[src/logic/stb_pkg.sv]
// ======================================================================
// Store buffer entry package
// Widths, vector types, FSM encoding and the packed records that
// travel between the entry blocks
// ======================================================================
`default_nettype none

package stb_pkg;

  localparam int PADDR_W  = 40;
  localparam int DATA_W   = 64;
  localparam int BYTE_W   = 8;
  localparam int REG_W    = 5;
  localparam int LINE_LSB = 6;
  localparam int DW_LSB   = 3;
  localparam int IDX_MSB  = 12;

  // Positions inside the attribute field
  localparam int ATTR_CA  = 0;
  localparam int ATTR_SO  = 1;
  localparam int ATTR_BUF = 2;

  typedef logic [PADDR_W-1:0] paddr_t;
  typedef logic [DATA_W-1:0]  data_t;
  typedef logic [BYTE_W-1:0]  bytes_t;
  typedef logic [REG_W-1:0]   reg_num_t;
  typedef logic [2:0]         shift_t;
  typedef logic [2:0]         attr_t;
  // Bit 1 user, bit 0 privileged
  typedef logic [1:0]         priv_t;

  // ====================================================================
  // Entry FSM encoding
  // ====================================================================
  typedef enum logic [3:0] {
    STB_IDLE  = 4'b0000,
    STB_WCA   = 4'b0010,
    STB_MERGE = 4'b0011,
    STB_WBUS  = 4'b0100,
    STB_FWD   = 4'b1000
  } stb_state_t;

  typedef struct packed {
    paddr_t     pa;
    attr_t      attr;
    logic [1:0] size;
    priv_t      priv_mode;
    logic       alct;
    logic       lock;
    logic       cache_hit;
    logic       src2_depd;
    reg_num_t   src2_reg;
    shift_t     shift;
    data_t      data;
    bytes_t     bytes_vld;
  } stb_create_t;

  typedef struct packed {
    logic     vld;
    reg_num_t dest_reg;
    data_t    data;
  } stb_fwd_t;

  typedef struct packed {
    paddr_t pa;
    bytes_t bytes_vld;
  } stb_probe_t;

  typedef struct packed {
    logic idx;
    logic addr;
    logic addr_wca;
    logic full;
    logic part;
  } stb_hit_t;

  typedef struct packed {
    attr_t      attr;
    logic       wb;
    logic       lock;
    logic [1:0] size;
    priv_t      priv_mode;
    logic       alct;
  } stb_entry_attr_t;

  // Bus write request
  typedef struct packed {
    paddr_t     pa;
    logic [2:0] size;
    logic [2:0] prot;
    logic [3:0] cache;
    logic       user;
    data_t      data;
    bytes_t     bytes_vld;
  } stb_bus_req_t;

endpackage

`default_nettype wire

[src/logic/stb_entry_attr.sv]
// ======================================================================
// Store buffer entry attributes
// Address and attribute registers, bus request formatting
// ======================================================================
`timescale 1ns/1ns
`default_nettype none

module stb_entry_attr (
  input  logic                      stb_fsm_clk,
  input  logic                      create_en,
  input  stb_pkg::stb_create_t      create,
  input  logic                      dcache_wb,
  input  stb_pkg::data_t            entry_data,
  input  stb_pkg::bytes_t           entry_bytes,
  output stb_pkg::paddr_t           entry_pa,
  output stb_pkg::stb_entry_attr_t  entry_attr,
  output stb_pkg::stb_bus_req_t     bus_req
);
  import stb_pkg::*;

  logic             entry_ca;
  logic             entry_wo;
  logic             entry_buf;
  logic [DW_LSB-1:0] offset;

  // ====================================================================
  // Captured at create
  // ====================================================================
  always_ff @(posedge stb_fsm_clk) begin
    if (create_en) begin
      entry_pa             <= create.pa;
      entry_attr.attr      <= create.attr;
      entry_attr.wb        <= dcache_wb;
      entry_attr.lock      <= create.lock;
      entry_attr.size      <= create.size;
      entry_attr.priv_mode <= create.priv_mode;
      entry_attr.alct      <= create.alct;
    end
  end

  // ====================================================================
  // Bus request
  // ====================================================================
  assign entry_ca = entry_attr.attr[ATTR_CA];
  // Weakly ordered stores go out as a full doubleword
  assign entry_wo = !entry_attr.attr[ATTR_SO];

  // Cacheable stores take bufferable from the write-back mode
  assign entry_buf = entry_ca ? entry_attr.wb : entry_attr.attr[ATTR_BUF];

  assign offset = entry_wo ? '0 : entry_pa[DW_LSB-1:0];

  always_comb begin
    bus_req.pa        = {entry_pa[PADDR_W-1:DW_LSB], offset};
    bus_req.size      = entry_wo ? 3'b011 : {1'b0, entry_attr.size};
    bus_req.prot      = {2'b01, entry_attr.priv_mode[0]};
    bus_req.cache     = {entry_attr.alct, entry_ca, entry_wo, entry_buf};
    bus_req.user      = entry_attr.priv_mode[1];
    bus_req.data      = entry_data;
    bus_req.bytes_vld = entry_bytes;
  end

endmodule

`default_nettype wire

[src/logic/stb_entry_ctrl.sv]
// ======================================================================
// Store buffer entry control
// Entry FSM, cache-hit flag, cache and bus requests, pop and merge enable
// ======================================================================
`timescale 1ns/1ns
`default_nettype none

module stb_entry_ctrl (
  input  logic                     stb_fsm_clk,
  input  logic                     cpurst_b,
  input  logic                     create_en,
  input  stb_pkg::stb_create_t     create,
  input  stb_pkg::stb_entry_attr_t entry_attr,
  input  logic                     wdata_ready,
  input  logic                     bytes_full,
  input  logic                     addr_hit,
  input  logic                     merge_finish,
  input  logic                     wca_grant,
  input  logic                     wbus_cmplt,
  output stb_pkg::stb_state_t      state,
  output logic                     entry_vld,
  output logic                     so_vld,
  output logic                     pop_vld,
  output logic                     dcache_req,
  output logic                     biu_req,
  output logic                     merge_en
);
  import stb_pkg::*;

  stb_state_t next_state;
  logic       cache_hit;
  logic       entry_so;

  // Where a store with its data in hand goes first
  function automatic stb_state_t issue_state(input logic hit, input logic ca,
                                             input logic lock);
    stb_state_t nxt;
    if (hit)
      nxt = STB_WCA;
    else if (ca && !lock)
      nxt = STB_MERGE;
    else
      nxt = STB_WBUS;
    return nxt;
  endfunction

  // ====================================================================
  // State register and cache-hit flag
  // ====================================================================
  always_ff @(posedge stb_fsm_clk or negedge cpurst_b) begin
    if (!cpurst_b)
      state <= STB_IDLE;
    else
      state <= next_state;
  end

  always_ff @(posedge stb_fsm_clk or negedge cpurst_b) begin
    if (!cpurst_b)
      cache_hit <= 1'b0;
    else if (create_en)
      cache_hit <= create.cache_hit;
  end

  always_comb begin
    next_state = state;
    case (state)
      STB_IDLE: begin
        if (create_en) begin
          if (create.src2_depd)
            next_state = STB_FWD;
          else
            next_state = issue_state(create.cache_hit, create.attr[ATTR_CA], create.lock);
        end
      end
      // Leave once the forwarded data is in
      STB_FWD: begin
        if (wdata_ready)
          next_state = issue_state(cache_hit, entry_attr.attr[ATTR_CA], entry_attr.lock);
      end
      STB_WCA: begin
        if (wca_grant)
          next_state = entry_attr.wb ? STB_IDLE : STB_WBUS;
      end
      STB_MERGE: begin
        if (merge_finish || bytes_full)
          next_state = STB_WBUS;
      end
      STB_WBUS: begin
        if (wbus_cmplt)
          next_state = STB_IDLE;
      end
      default: next_state = STB_IDLE;
    endcase
  end

  // ====================================================================
  // Outputs
  // ====================================================================
  assign entry_so   = entry_attr.attr[ATTR_SO];
  assign entry_vld  = (state != STB_IDLE);
  assign so_vld     = entry_vld && entry_so;
  assign dcache_req = (state == STB_WCA);
  assign biu_req    = (state == STB_WBUS);

  // Write-back cache write retires the store, write-through goes on to the bus
  assign pop_vld = (dcache_req && wca_grant && entry_attr.wb) ||
                   (biu_req && wbus_cmplt);

  // Only weakly ordered stores to the same doubleword fold in
  assign merge_en = (state == STB_MERGE) && !entry_so && addr_hit;

endmodule

`default_nettype wire

[src/logic/stb_entry_data.sv]
// ======================================================================
// Store buffer entry data path
// Data and byte-valid registers, forward capture with byte rotate,
// byte merge of later stores to the same doubleword
// ======================================================================
`timescale 1ns/1ns
`default_nettype none

module stb_entry_data (
  input  logic                  stb_fsm_clk,
  input  logic                  cpurst_b,
  input  logic                  create_en,
  input  stb_pkg::stb_create_t  create,
  input  stb_pkg::stb_fwd_t     fwd,
  input  stb_pkg::stb_state_t   state,
  input  logic                  entry_vld,
  input  logic                  merge_en,
  input  logic                  merge_req,
  output stb_pkg::data_t        entry_data,
  output stb_pkg::bytes_t       entry_bytes,
  output logic                  src2_depd,
  output logic                  fwd_vld,
  output logic                  fwd_hit,
  output logic                  wdata_ready,
  output logic                  bytes_full
);
  import stb_pkg::*;

  reg_num_t            src2_reg;
  shift_t              shift;
  logic [2*DATA_W-1:0] fwd_dbl;
  data_t               fwd_rot;
  data_t               merge_data;
  logic                merge_vld;

  // ====================================================================
  // Forward match
  // ====================================================================
  always_ff @(posedge stb_fsm_clk or negedge cpurst_b) begin
    if (!cpurst_b)
      src2_depd <= 1'b0;
    else if (create_en)
      src2_depd <= create.src2_depd;
    else if (fwd_hit)
      src2_depd <= 1'b0;
  end

  always_ff @(posedge stb_fsm_clk) begin
    if (create_en) begin
      src2_reg <= create.src2_reg;
      shift    <= create.shift;
    end
  end

  assign fwd_hit = src2_depd && (state == STB_FWD) && fwd.vld &&
                   (fwd.dest_reg == src2_reg);
  assign fwd_vld = fwd_hit && entry_vld;

  // Data is ready once no source is outstanding or it arrives now
  assign wdata_ready = !src2_depd || fwd_hit;

  // Rotate right by whole bytes
  assign fwd_dbl = {fwd.data, fwd.data} >> {shift, 3'b000};
  assign fwd_rot = fwd_dbl[DATA_W-1:0];

  // ====================================================================
  // Merge
  // ====================================================================
  assign merge_vld = merge_en && merge_req;

  always_comb begin
    for (int i = 0; i < BYTE_W; i++) begin
      merge_data[i*8 +: 8] = create.bytes_vld[i] ? create.data[i*8 +: 8]
                                                 : entry_data[i*8 +: 8];
    end
  end

  // Create wins, then forward, then merge
  always_ff @(posedge stb_fsm_clk) begin
    if (create_en) begin
      entry_data  <= create.data;
      entry_bytes <= create.bytes_vld;
    end else if (fwd_hit) begin
      entry_data  <= fwd_rot;
    end else if (merge_vld) begin
      entry_data  <= merge_data;
      entry_bytes <= entry_bytes | create.bytes_vld;
    end
  end

  assign bytes_full = &entry_bytes;

endmodule

`default_nettype wire

[src/logic/stb_entry_hit.sv]
// ======================================================================
// Store buffer entry probe compare
// Line index, doubleword and byte overlap hits for a cache-pipeline probe
// ======================================================================
`timescale 1ns/1ns
`default_nettype none

module stb_entry_hit (
  input  stb_pkg::stb_probe_t probe,
  input  stb_pkg::paddr_t     entry_pa,
  input  stb_pkg::bytes_t     entry_bytes,
  input  logic                entry_vld,
  output stb_pkg::stb_hit_t   hit,
  output logic                addr_hit
);
  import stb_pkg::*;

  logic idx_eq;
  logic dw_eq;
  logic bytes_eq;
  logic bytes_ovlp;

  // Cache index and doubleword address
  assign idx_eq = (probe.pa[IDX_MSB-1:LINE_LSB] == entry_pa[IDX_MSB-1:LINE_LSB]);
  assign dw_eq  = (probe.pa[PADDR_W-1:DW_LSB] == entry_pa[PADDR_W-1:DW_LSB]);

  assign bytes_eq   = (probe.bytes_vld == entry_bytes);
  assign bytes_ovlp = |(probe.bytes_vld & entry_bytes);

  assign addr_hit = dw_eq && entry_vld;

  always_comb begin
    hit.idx      = idx_eq && entry_vld;
    hit.addr     = addr_hit;
    hit.addr_wca = addr_hit && bytes_ovlp;
    hit.full     = addr_hit && bytes_eq;
    // Overlap that does not cover the same bytes
    hit.part     = addr_hit && bytes_ovlp && !bytes_eq;
  end

endmodule

`default_nettype wire

[src/logic/stb_entry_top.sv]
// ======================================================================
// Store buffer entry
// Captures one store, steers it to the data cache or the system bus,
// and answers probes from the cache pipeline
// ======================================================================
`timescale 1ns/1ns
`default_nettype none

module stb_entry_top (
  input  logic                  stb_fsm_clk,
  input  logic                  cpurst_b,
  input  logic                  create_en,
  input  stb_pkg::stb_create_t  create,
  input  logic                  dcache_wb,
  input  stb_pkg::stb_fwd_t     fwd,
  input  stb_pkg::stb_probe_t   probe,
  input  logic                  merge_req,
  input  logic                  merge_finish,
  input  logic                  wca_grant,
  input  logic                  wbus_cmplt,
  output logic                  entry_vld,
  output logic                  so_vld,
  output logic                  pop_vld,
  output logic                  dcache_req,
  output logic                  biu_req,
  output logic                  merge_en,
  output logic                  fwd_vld,
  output logic                  src2_depd,
  output stb_pkg::stb_hit_t     hit,
  output stb_pkg::stb_bus_req_t bus_req
);
  import stb_pkg::*;

  stb_state_t      state;
  stb_entry_attr_t entry_attr;
  paddr_t          entry_pa;
  data_t           entry_data;
  bytes_t          entry_bytes;
  logic            wdata_ready;
  logic            bytes_full;
  logic            addr_hit;

  stb_entry_ctrl u_ctrl (
    .stb_fsm_clk  (stb_fsm_clk),
    .cpurst_b     (cpurst_b),
    .create_en    (create_en),
    .create       (create),
    .entry_attr   (entry_attr),
    .wdata_ready  (wdata_ready),
    .bytes_full   (bytes_full),
    .addr_hit     (addr_hit),
    .merge_finish (merge_finish),
    .wca_grant    (wca_grant),
    .wbus_cmplt   (wbus_cmplt),
    .state        (state),
    .entry_vld    (entry_vld),
    .so_vld       (so_vld),
    .pop_vld      (pop_vld),
    .dcache_req   (dcache_req),
    .biu_req      (biu_req),
    .merge_en     (merge_en)
  );

  stb_entry_attr u_attr (
    .stb_fsm_clk (stb_fsm_clk),
    .create_en   (create_en),
    .create      (create),
    .dcache_wb   (dcache_wb),
    .entry_data  (entry_data),
    .entry_bytes (entry_bytes),
    .entry_pa    (entry_pa),
    .entry_attr  (entry_attr),
    .bus_req     (bus_req)
  );

  stb_entry_data u_data (
    .stb_fsm_clk (stb_fsm_clk),
    .cpurst_b    (cpurst_b),
    .create_en   (create_en),
    .create      (create),
    .fwd         (fwd),
    .state       (state),
    .entry_vld   (entry_vld),
    .merge_en    (merge_en),
    .merge_req   (merge_req),
    .entry_data  (entry_data),
    .entry_bytes (entry_bytes),
    .src2_depd   (src2_depd),
    .fwd_vld     (fwd_vld),
    .fwd_hit     (),
    .wdata_ready (wdata_ready),
    .bytes_full  (bytes_full)
  );

  stb_entry_hit u_hit (
    .probe       (probe),
    .entry_pa    (entry_pa),
    .entry_bytes (entry_bytes),
    .entry_vld   (entry_vld),
    .hit         (hit),
    .addr_hit    (addr_hit)
  );

endmodule

`default_nettype wire

[config.mk]
export PLATFORM = sky130hd
export DESIGN_NAME = stb_entry_top
export DESIGN_NICKNAME = d
export VERILOG_FILES = /design/src/logic/stb_pkg.sv /design/src/logic/stb_entry_attr.sv /design/src/logic/stb_entry_ctrl.sv /design/src/logic/stb_entry_data.sv /design/src/logic/stb_entry_hit.sv /design/src/logic/stb_entry_top.sv
export SDC_FILE = /design/constraint.sdc
export NUM_CORES = 1
export LEC_CHECK = 0
export BUFFER_PORTS_ARGS = -buffer_cell sky130_fd_sc_hd__buf_2
export CAP_MARGIN = 10
export CORE_AREA = 2 2 151 153
export CTS_BUF_LIST = sky130_fd_sc_hd__clkbuf_8
export DETAILED_ROUTE_END_ITERATION = 6
export DIE_AREA = 0 0 153 155
export PLACE_DENSITY = 0.65
export SLEW_MARGIN = 20
export SYNTH_ARGS = -nofsm -noshare
export SYNTH_HDL_FRONTEND = slang
export SYNTH_SLANG_ARGS = --single-unit
export TNS_END_PERCENT = 100
[constraint.sdc]
create_clock -name stb_fsm_clk -period 5.6 [get_ports stb_fsm_clk]
set_input_delay 0.84 -clock stb_fsm_clk [delete_from_list [all_inputs] [get_ports stb_fsm_clk]]
set_output_delay 0.84 -clock stb_fsm_clk [all_outputs]
set_load 0.03 [all_outputs]
# Word level (Yosys, flattened, before mapping)
# Cells that the tools add are included.
[totals]
ff_bits = 136
latch_bits = 0
mem_bits_rw = 0
mem_bits_ro = 0
input_bits = 257
out_inout_bits = 136
elab_cells = 120
mem_count = 0
[classes]
addsub = 0
n_mul = 0
div_mod_pow = 0
n_lt_le_gt_ge = 0
n_eq_ne = 14
shifts = 1
n_mux = 31
n_bitwise = 2
n_reduce_logical = 51
[ops]
columns = ["operator", "n"]
rows = [
  ["$mux 64", 3],
  ["$shr 128x6->64", 1],
  ["$mux 8", 11],
  ["$eq 37x37->1", 1],
  ["$mux 4", 8],
  ["$reduce_bool 3->1", 9],
  ["$pmux 4 s5", 1],
  ["$logic_and 1x1->1", 18],
  ["$reduce_and 2->1", 9],
  ["$mux 3", 4],
  ["$and 8x8->8", 1],
  ["$eq 4x2->1 const B", 2],
  ["$eq 8x8->1", 1],
  ["$ne 2x2->1 const B", 4],
  ["$or 8x8->8", 1],
  ["$reduce_and 8->1", 1],
  ["$reduce_or 8->1", 1],
  ["$eq 6x6->1", 1],
  ["$eq 5x5->1", 1],
  ["$logic_not 1->1", 5],
  ["$reduce_and 5->1", 1],
  ["$eq 4x3->1 const B", 1],
  ["$eq 4x4->1 const B", 1],
  ["$logic_not 4->1", 1],
  ["other kinds (6)", 12],
]

# Longest topological paths before layout
[logic_depth]
word_depth = 7
ltp_mapped = 8
ltp_nobuf = 5

# Modules after synthesis
# A second synthesis with hierarchy kept.
[unflattened]
cells_unflattened = 786
hier_area_um2 = 9203.8
[by_module_without_submodules]
columns = ["module", "instances", "cells_each", "area_each_um2", "seq_area_each_um2"]
rows = [
  ["stb_entry_data", 1, 491, 5731.7, 2427.3],
  ["stb_entry_attr", 1, 177, 2444.8, 1501.4],
  ["stb_entry_hit", 1, 71, 604.3, 0.0],
  ["stb_entry_ctrl", 1, 47, 422.9, 125.1],
]

# Worst setup path after synthesis
# OpenSTA, ideal clock, no wires.
[synth_timing]
path_kind = "input to output"
start = "in probe[17] (netlist bit)"
end = "out merge_en"
t_arrival_ns = 2.791
required_ns = 4.760
path_slack_ns = 1.969
cell_stages = 5
path_buffers = 0
cell_sequence = "xor2_1 nor4_1 and2_1 nand3_1 nor4_1"
[synth_via]
elab_chain_len = 3
[synth_lines]
columns = ["element", "line", "text"]
rows = [
  ["start, declared", "stb_entry_top.sv:16", "input stb_pkg::stb_probe_t probe,"],
  ["$eq 37x37->1", "stb_entry_hit.sv:25", "assign dw_eq = (probe.pa[PADDR_W-1:DW_LSB] == entry_pa[PADDR_W-1:DW_LSB]);"],
  ["$logic_and 1x1->1", "stb_entry_hit.sv:30", "assign addr_hit = dw_eq && entry_vld;"],
  ["$logic_and 1x1->1", "stb_entry_ctrl.sv:110", "assign merge_en = (state == STB_MERGE) && !entry_so && addr_hit;"],
  ["end, declared", "stb_entry_top.sv:26", "output logic merge_en,"],
]
# No other way between the ends.

# Worst setup path in the final report
[layout_timing]
start = "in probe[20] (netlist bit)"
end = "out merge_en"
# Same word-level chain as after synthesis.

==> flow_metrics.env <==
export IMPL_synth_most_common_cell="edfxtp_1"
export IMPL_grt_max_degree=129
export IMPL_track_usage=0.2264
export IMPL_postCtsSetupRepairBufs=0
export IMPL_cts_buffers=17
export IMPL_cpPeakStageDelay_ns=0.64
export IMPL_fin_cells=1261
export IMPL_avgRoutedWirePerCell_um=21.48
export IMPL_worstPathMaxFanout=5
export IMPL_finalMaxSlewViolations=0
export IMPL_die_h_um=155
export IMPL_grt_first_pass_wirelength_um=39830
export IMPL_final_area_mm2=0.01079
export IMPL_clkPwrFrac=0.313
export IMPL_overflow=0
export IMPL_synth_async_reset_ratio=0.04412
export IMPL_p_leak_nw=4.603
export IMPL_power_switching_uw=975.8
export IMPL_vdd_drop_max_mv=0.1259
export IMPL_ys_ff_latch=136
export IMPL_post_cts_resized=0
export IMPL_hold_violations=0
export IMPL_final_util=0.4854
export IMPL_ctsLongestPathBuffers=2
export IMPL_synth_edf_count=130
export IMPL_synth_top_area_share=0.4568
export IMPL_hold_path_class="primary input to asynchronous set/reset pin"
export IMPL_clkTransAtPathRegs_ns=0.09
export IMPL_cp_arrival_ns=2.70
export IMPL_rows=55
export IMPL_rr_worst_depth=5
export IMPL_p_per_area_mw_per_mm2=280.2
export IMPL_cts_max_level=4
export IMPL_via_per_inst=5.219
export IMPL_start_kind="primary input"
export IMPL_antenna_left=0
export IMPL_start_util=0.3845
export IMPL_status="completed"
export IMPL_setup_viol=0
export IMPL_die_w_um=153
export IMPL_worst_ep_required_time_ns=4.76
export IMPL_ios=393
export IMPL_ctsHoldBuffers=0
export IMPL_synth_main_ff_cell="edfxtp_1"
export IMPL_seq_power_share=0.416
export IMPL_io_buffers=386
export IMPL_first_iter_violations=310
export IMPL_area_growth_pct=26.27
export IMPL_dp_cells=1225
export IMPL_largest_reg_flops=64
export IMPL_drive_gt1_frac=0.5453
export IMPL_ys_seq_area_frac=0.4744
export IMPL_n_fill_cell=2082
export IMPL_drc_errors=0
export IMPL_fin_crit_ns=3.541
export IMPL_rsz0062_at_grt="false"
export IMPL_drtPass1Iterations=5
export IMPL_setup_tns_ns=0
export IMPL_cts_tree="yes"
export IMPL_synth_common_cells="130 x edfxtp_1, 71 x nor2_1, 64 x mux2i_1, 64 x mux4_2, 57 x buf_4"
export IMPL_placed_area_mm2=0.01032
export IMPL_core_mm2=0.02223
export IMPL_postSynthCellCount=633
export IMPL_register_area_mm2=0.004054
export IMPL_crit_chain="buf_2 -> xnor2_1 -> nand4_1 -> nor4_1 -> nand2b_1 -> nor4_1 -> buf_2"
export IMPL_routed_wl_um=27090
export IMPL_root_buffer="clkbuf_8"
export IMPL_comb_power_share=0.271
export IMPL_synth_area_per_cell_um2=13.50
export IMPL_synth_warnings=0
export IMPL_regMostFlops="u_data.entry_data"
export IMPL_vias=6581
export IMPL_grt_pass1_vias=6671
export IMPL_maxCapViolCount=0
export IMPL_synth_cell_types=47
export IMPL_p_int_mw=2.047
export IMPL_antenna_found_initial=8
export IMPL_cts_sink_count=136
export IMPL_layout_nets=1224
export IMPL_multi_input_area_mm2=0.003902
export IMPL_synthTopCellsByArea="edfxtp_1 46%, mux4_2 17%, mux2i_1 7.5%"
export IMPL_crit_type="primary input to output pin"
export IMPL_clk_latency_ns=0.46
export IMPL_reg_largest_list="u_data.entry_data: 64 flops, u_attr.entry_pa: 40 flops, u_data.entry_bytes: 8 flops"
export IMPL_worst_slew_pin_slew_ns=1.023
export IMPL_die_area_mm2=0.02372
export IMPL_p_sw_frac=0.3228
export IMPL_place_congestion=0.8874
export IMPL_fin_crit_sh=0.6323
export IMPL_slew_headroom=0.3183
export IMPL_clock_skew_ns=0.02608
export IMPL_dp_hpwl_um=21590
export IMPL_cp_slowest_cell="nor4_1"
export IMPL_max_freq_mhz=282.4
export IMPL_synth_area_mm2=0.008546
export IMPL_yosysTopAreaCell="edfxtp_1"
export IMPL_critPathCaptureType="output pin"
[kinds of logic after synthesis]
| kind of cell | Yosys count | synth area share |
|---|---|---|
| other cells | 2 | 0.0008788 |
| flops | 136 | 0.4744 |
| compound gates | 94 | 0.07819 |
| buf+inv | 93 | 0.07042 |
| fa+ha+maj | 8 | 0.01171 |
| simple gates | 127 | 0.07379 |
| xor+xnor | 42 | 0.04305 |
| mux | 131 | 0.2476 |
[cell usage in the layout (no fill, tap or decap), types with 4 or more instances in the layout]
master,instances
a21o_1,16
a21oi_1,31
a21oi_2,36
and2_1,4
buf_2,386
bufinv_16,4
clkbuf_8,19
clkinvlp_4,4
dfrtp_1,6
diode_2,4
edfxtp_1,130
ha_1,8
inv_1,7
mux2i_1,64
mux4_2,64
nand2_1,9
nand4_1,8
nor2_1,71
nor3_1,5
nor3b_1,4
nor4_1,10
xnor2_1,24
xor2_1,18
[area by class of cell]
class / instances / area share
flip-flops and latches: 136 / 0.3757
multi-input cells: 405 / 0.3617
repair buffers: 391 / 0.1840
well taps: 285 / 0.03305
clock buffers: 19 / 0.02423
clock inverters: 13 / 0.01763
inverters: 8 / 0.002783
diodes: 4 / 0.0009276
[power by group through the flow]
stage | Sequential [mW] | Combinational [mW] | Clock [mW]
detailed placement | 1.28 | 0.824 | 0
floorplan | 1.32 | 0.512 | 0
finish | 1.26 | 0.819 | 0.947
CTS | 1.26 | 0.826 | 0.968
global placement | 1.28 | 0.813 | 0
global route | 1.27 | 0.882 | 1.01
[critical path, delay by kind of cell]
family	cells	cell delay [ns]
simple gates	4	1.36
buf+inv	2	0.37
xor+xnor	1	0.14
[stage by stage]
step | total power [mW] | hold WS (ns) | setup WS (ns)
5_1_grt | 3.160 | 0.1695 | 1.760
3_5_place_dp | 2.104 | 0.5361 | 1.935
2_1_floorplan | 1.834 | 0.5051 | 1.969
3_3_place_gp | 2.091 | 0.5248 | 1.966
4_1_cts | 3.052 | 0.1690 | 1.905
6_report | 3.023 | 0.1996 | 2.059
[path summary, 6_finish.rpt]
path | from | endpoint | slack [ns]
setup / recovery | probe[20] | merge_en | 2.06
hold / removal | cpurst_b | u_ctrl.state[2] | 0.20
setup reg to reg | u_attr.entry_pa[19] | u_data.entry_data[50] | 2.69
hold reg to reg | u_ctrl.cache_hit | u_ctrl.cache_hit | 0.56
max in group asynchronous | cpurst_b | u_ctrl.state[0] | 5.24
min in group stb_fsm_clk | create[90] | u_attr.entry_attr[9] | 0.56
[layer usage]
| metal | routed length [µm] | global-route usage |
|---|---|---|
| met5 | 39 | 0 |
| met4 | 638 | 0.08069 |
| met3 | 2226 | 0.06769 |
| met2 | 13920 | 0.4015 |
| met1 | 10270 | 0.2609 |
No activity file was read; power rests on OpenSTA's default activity.
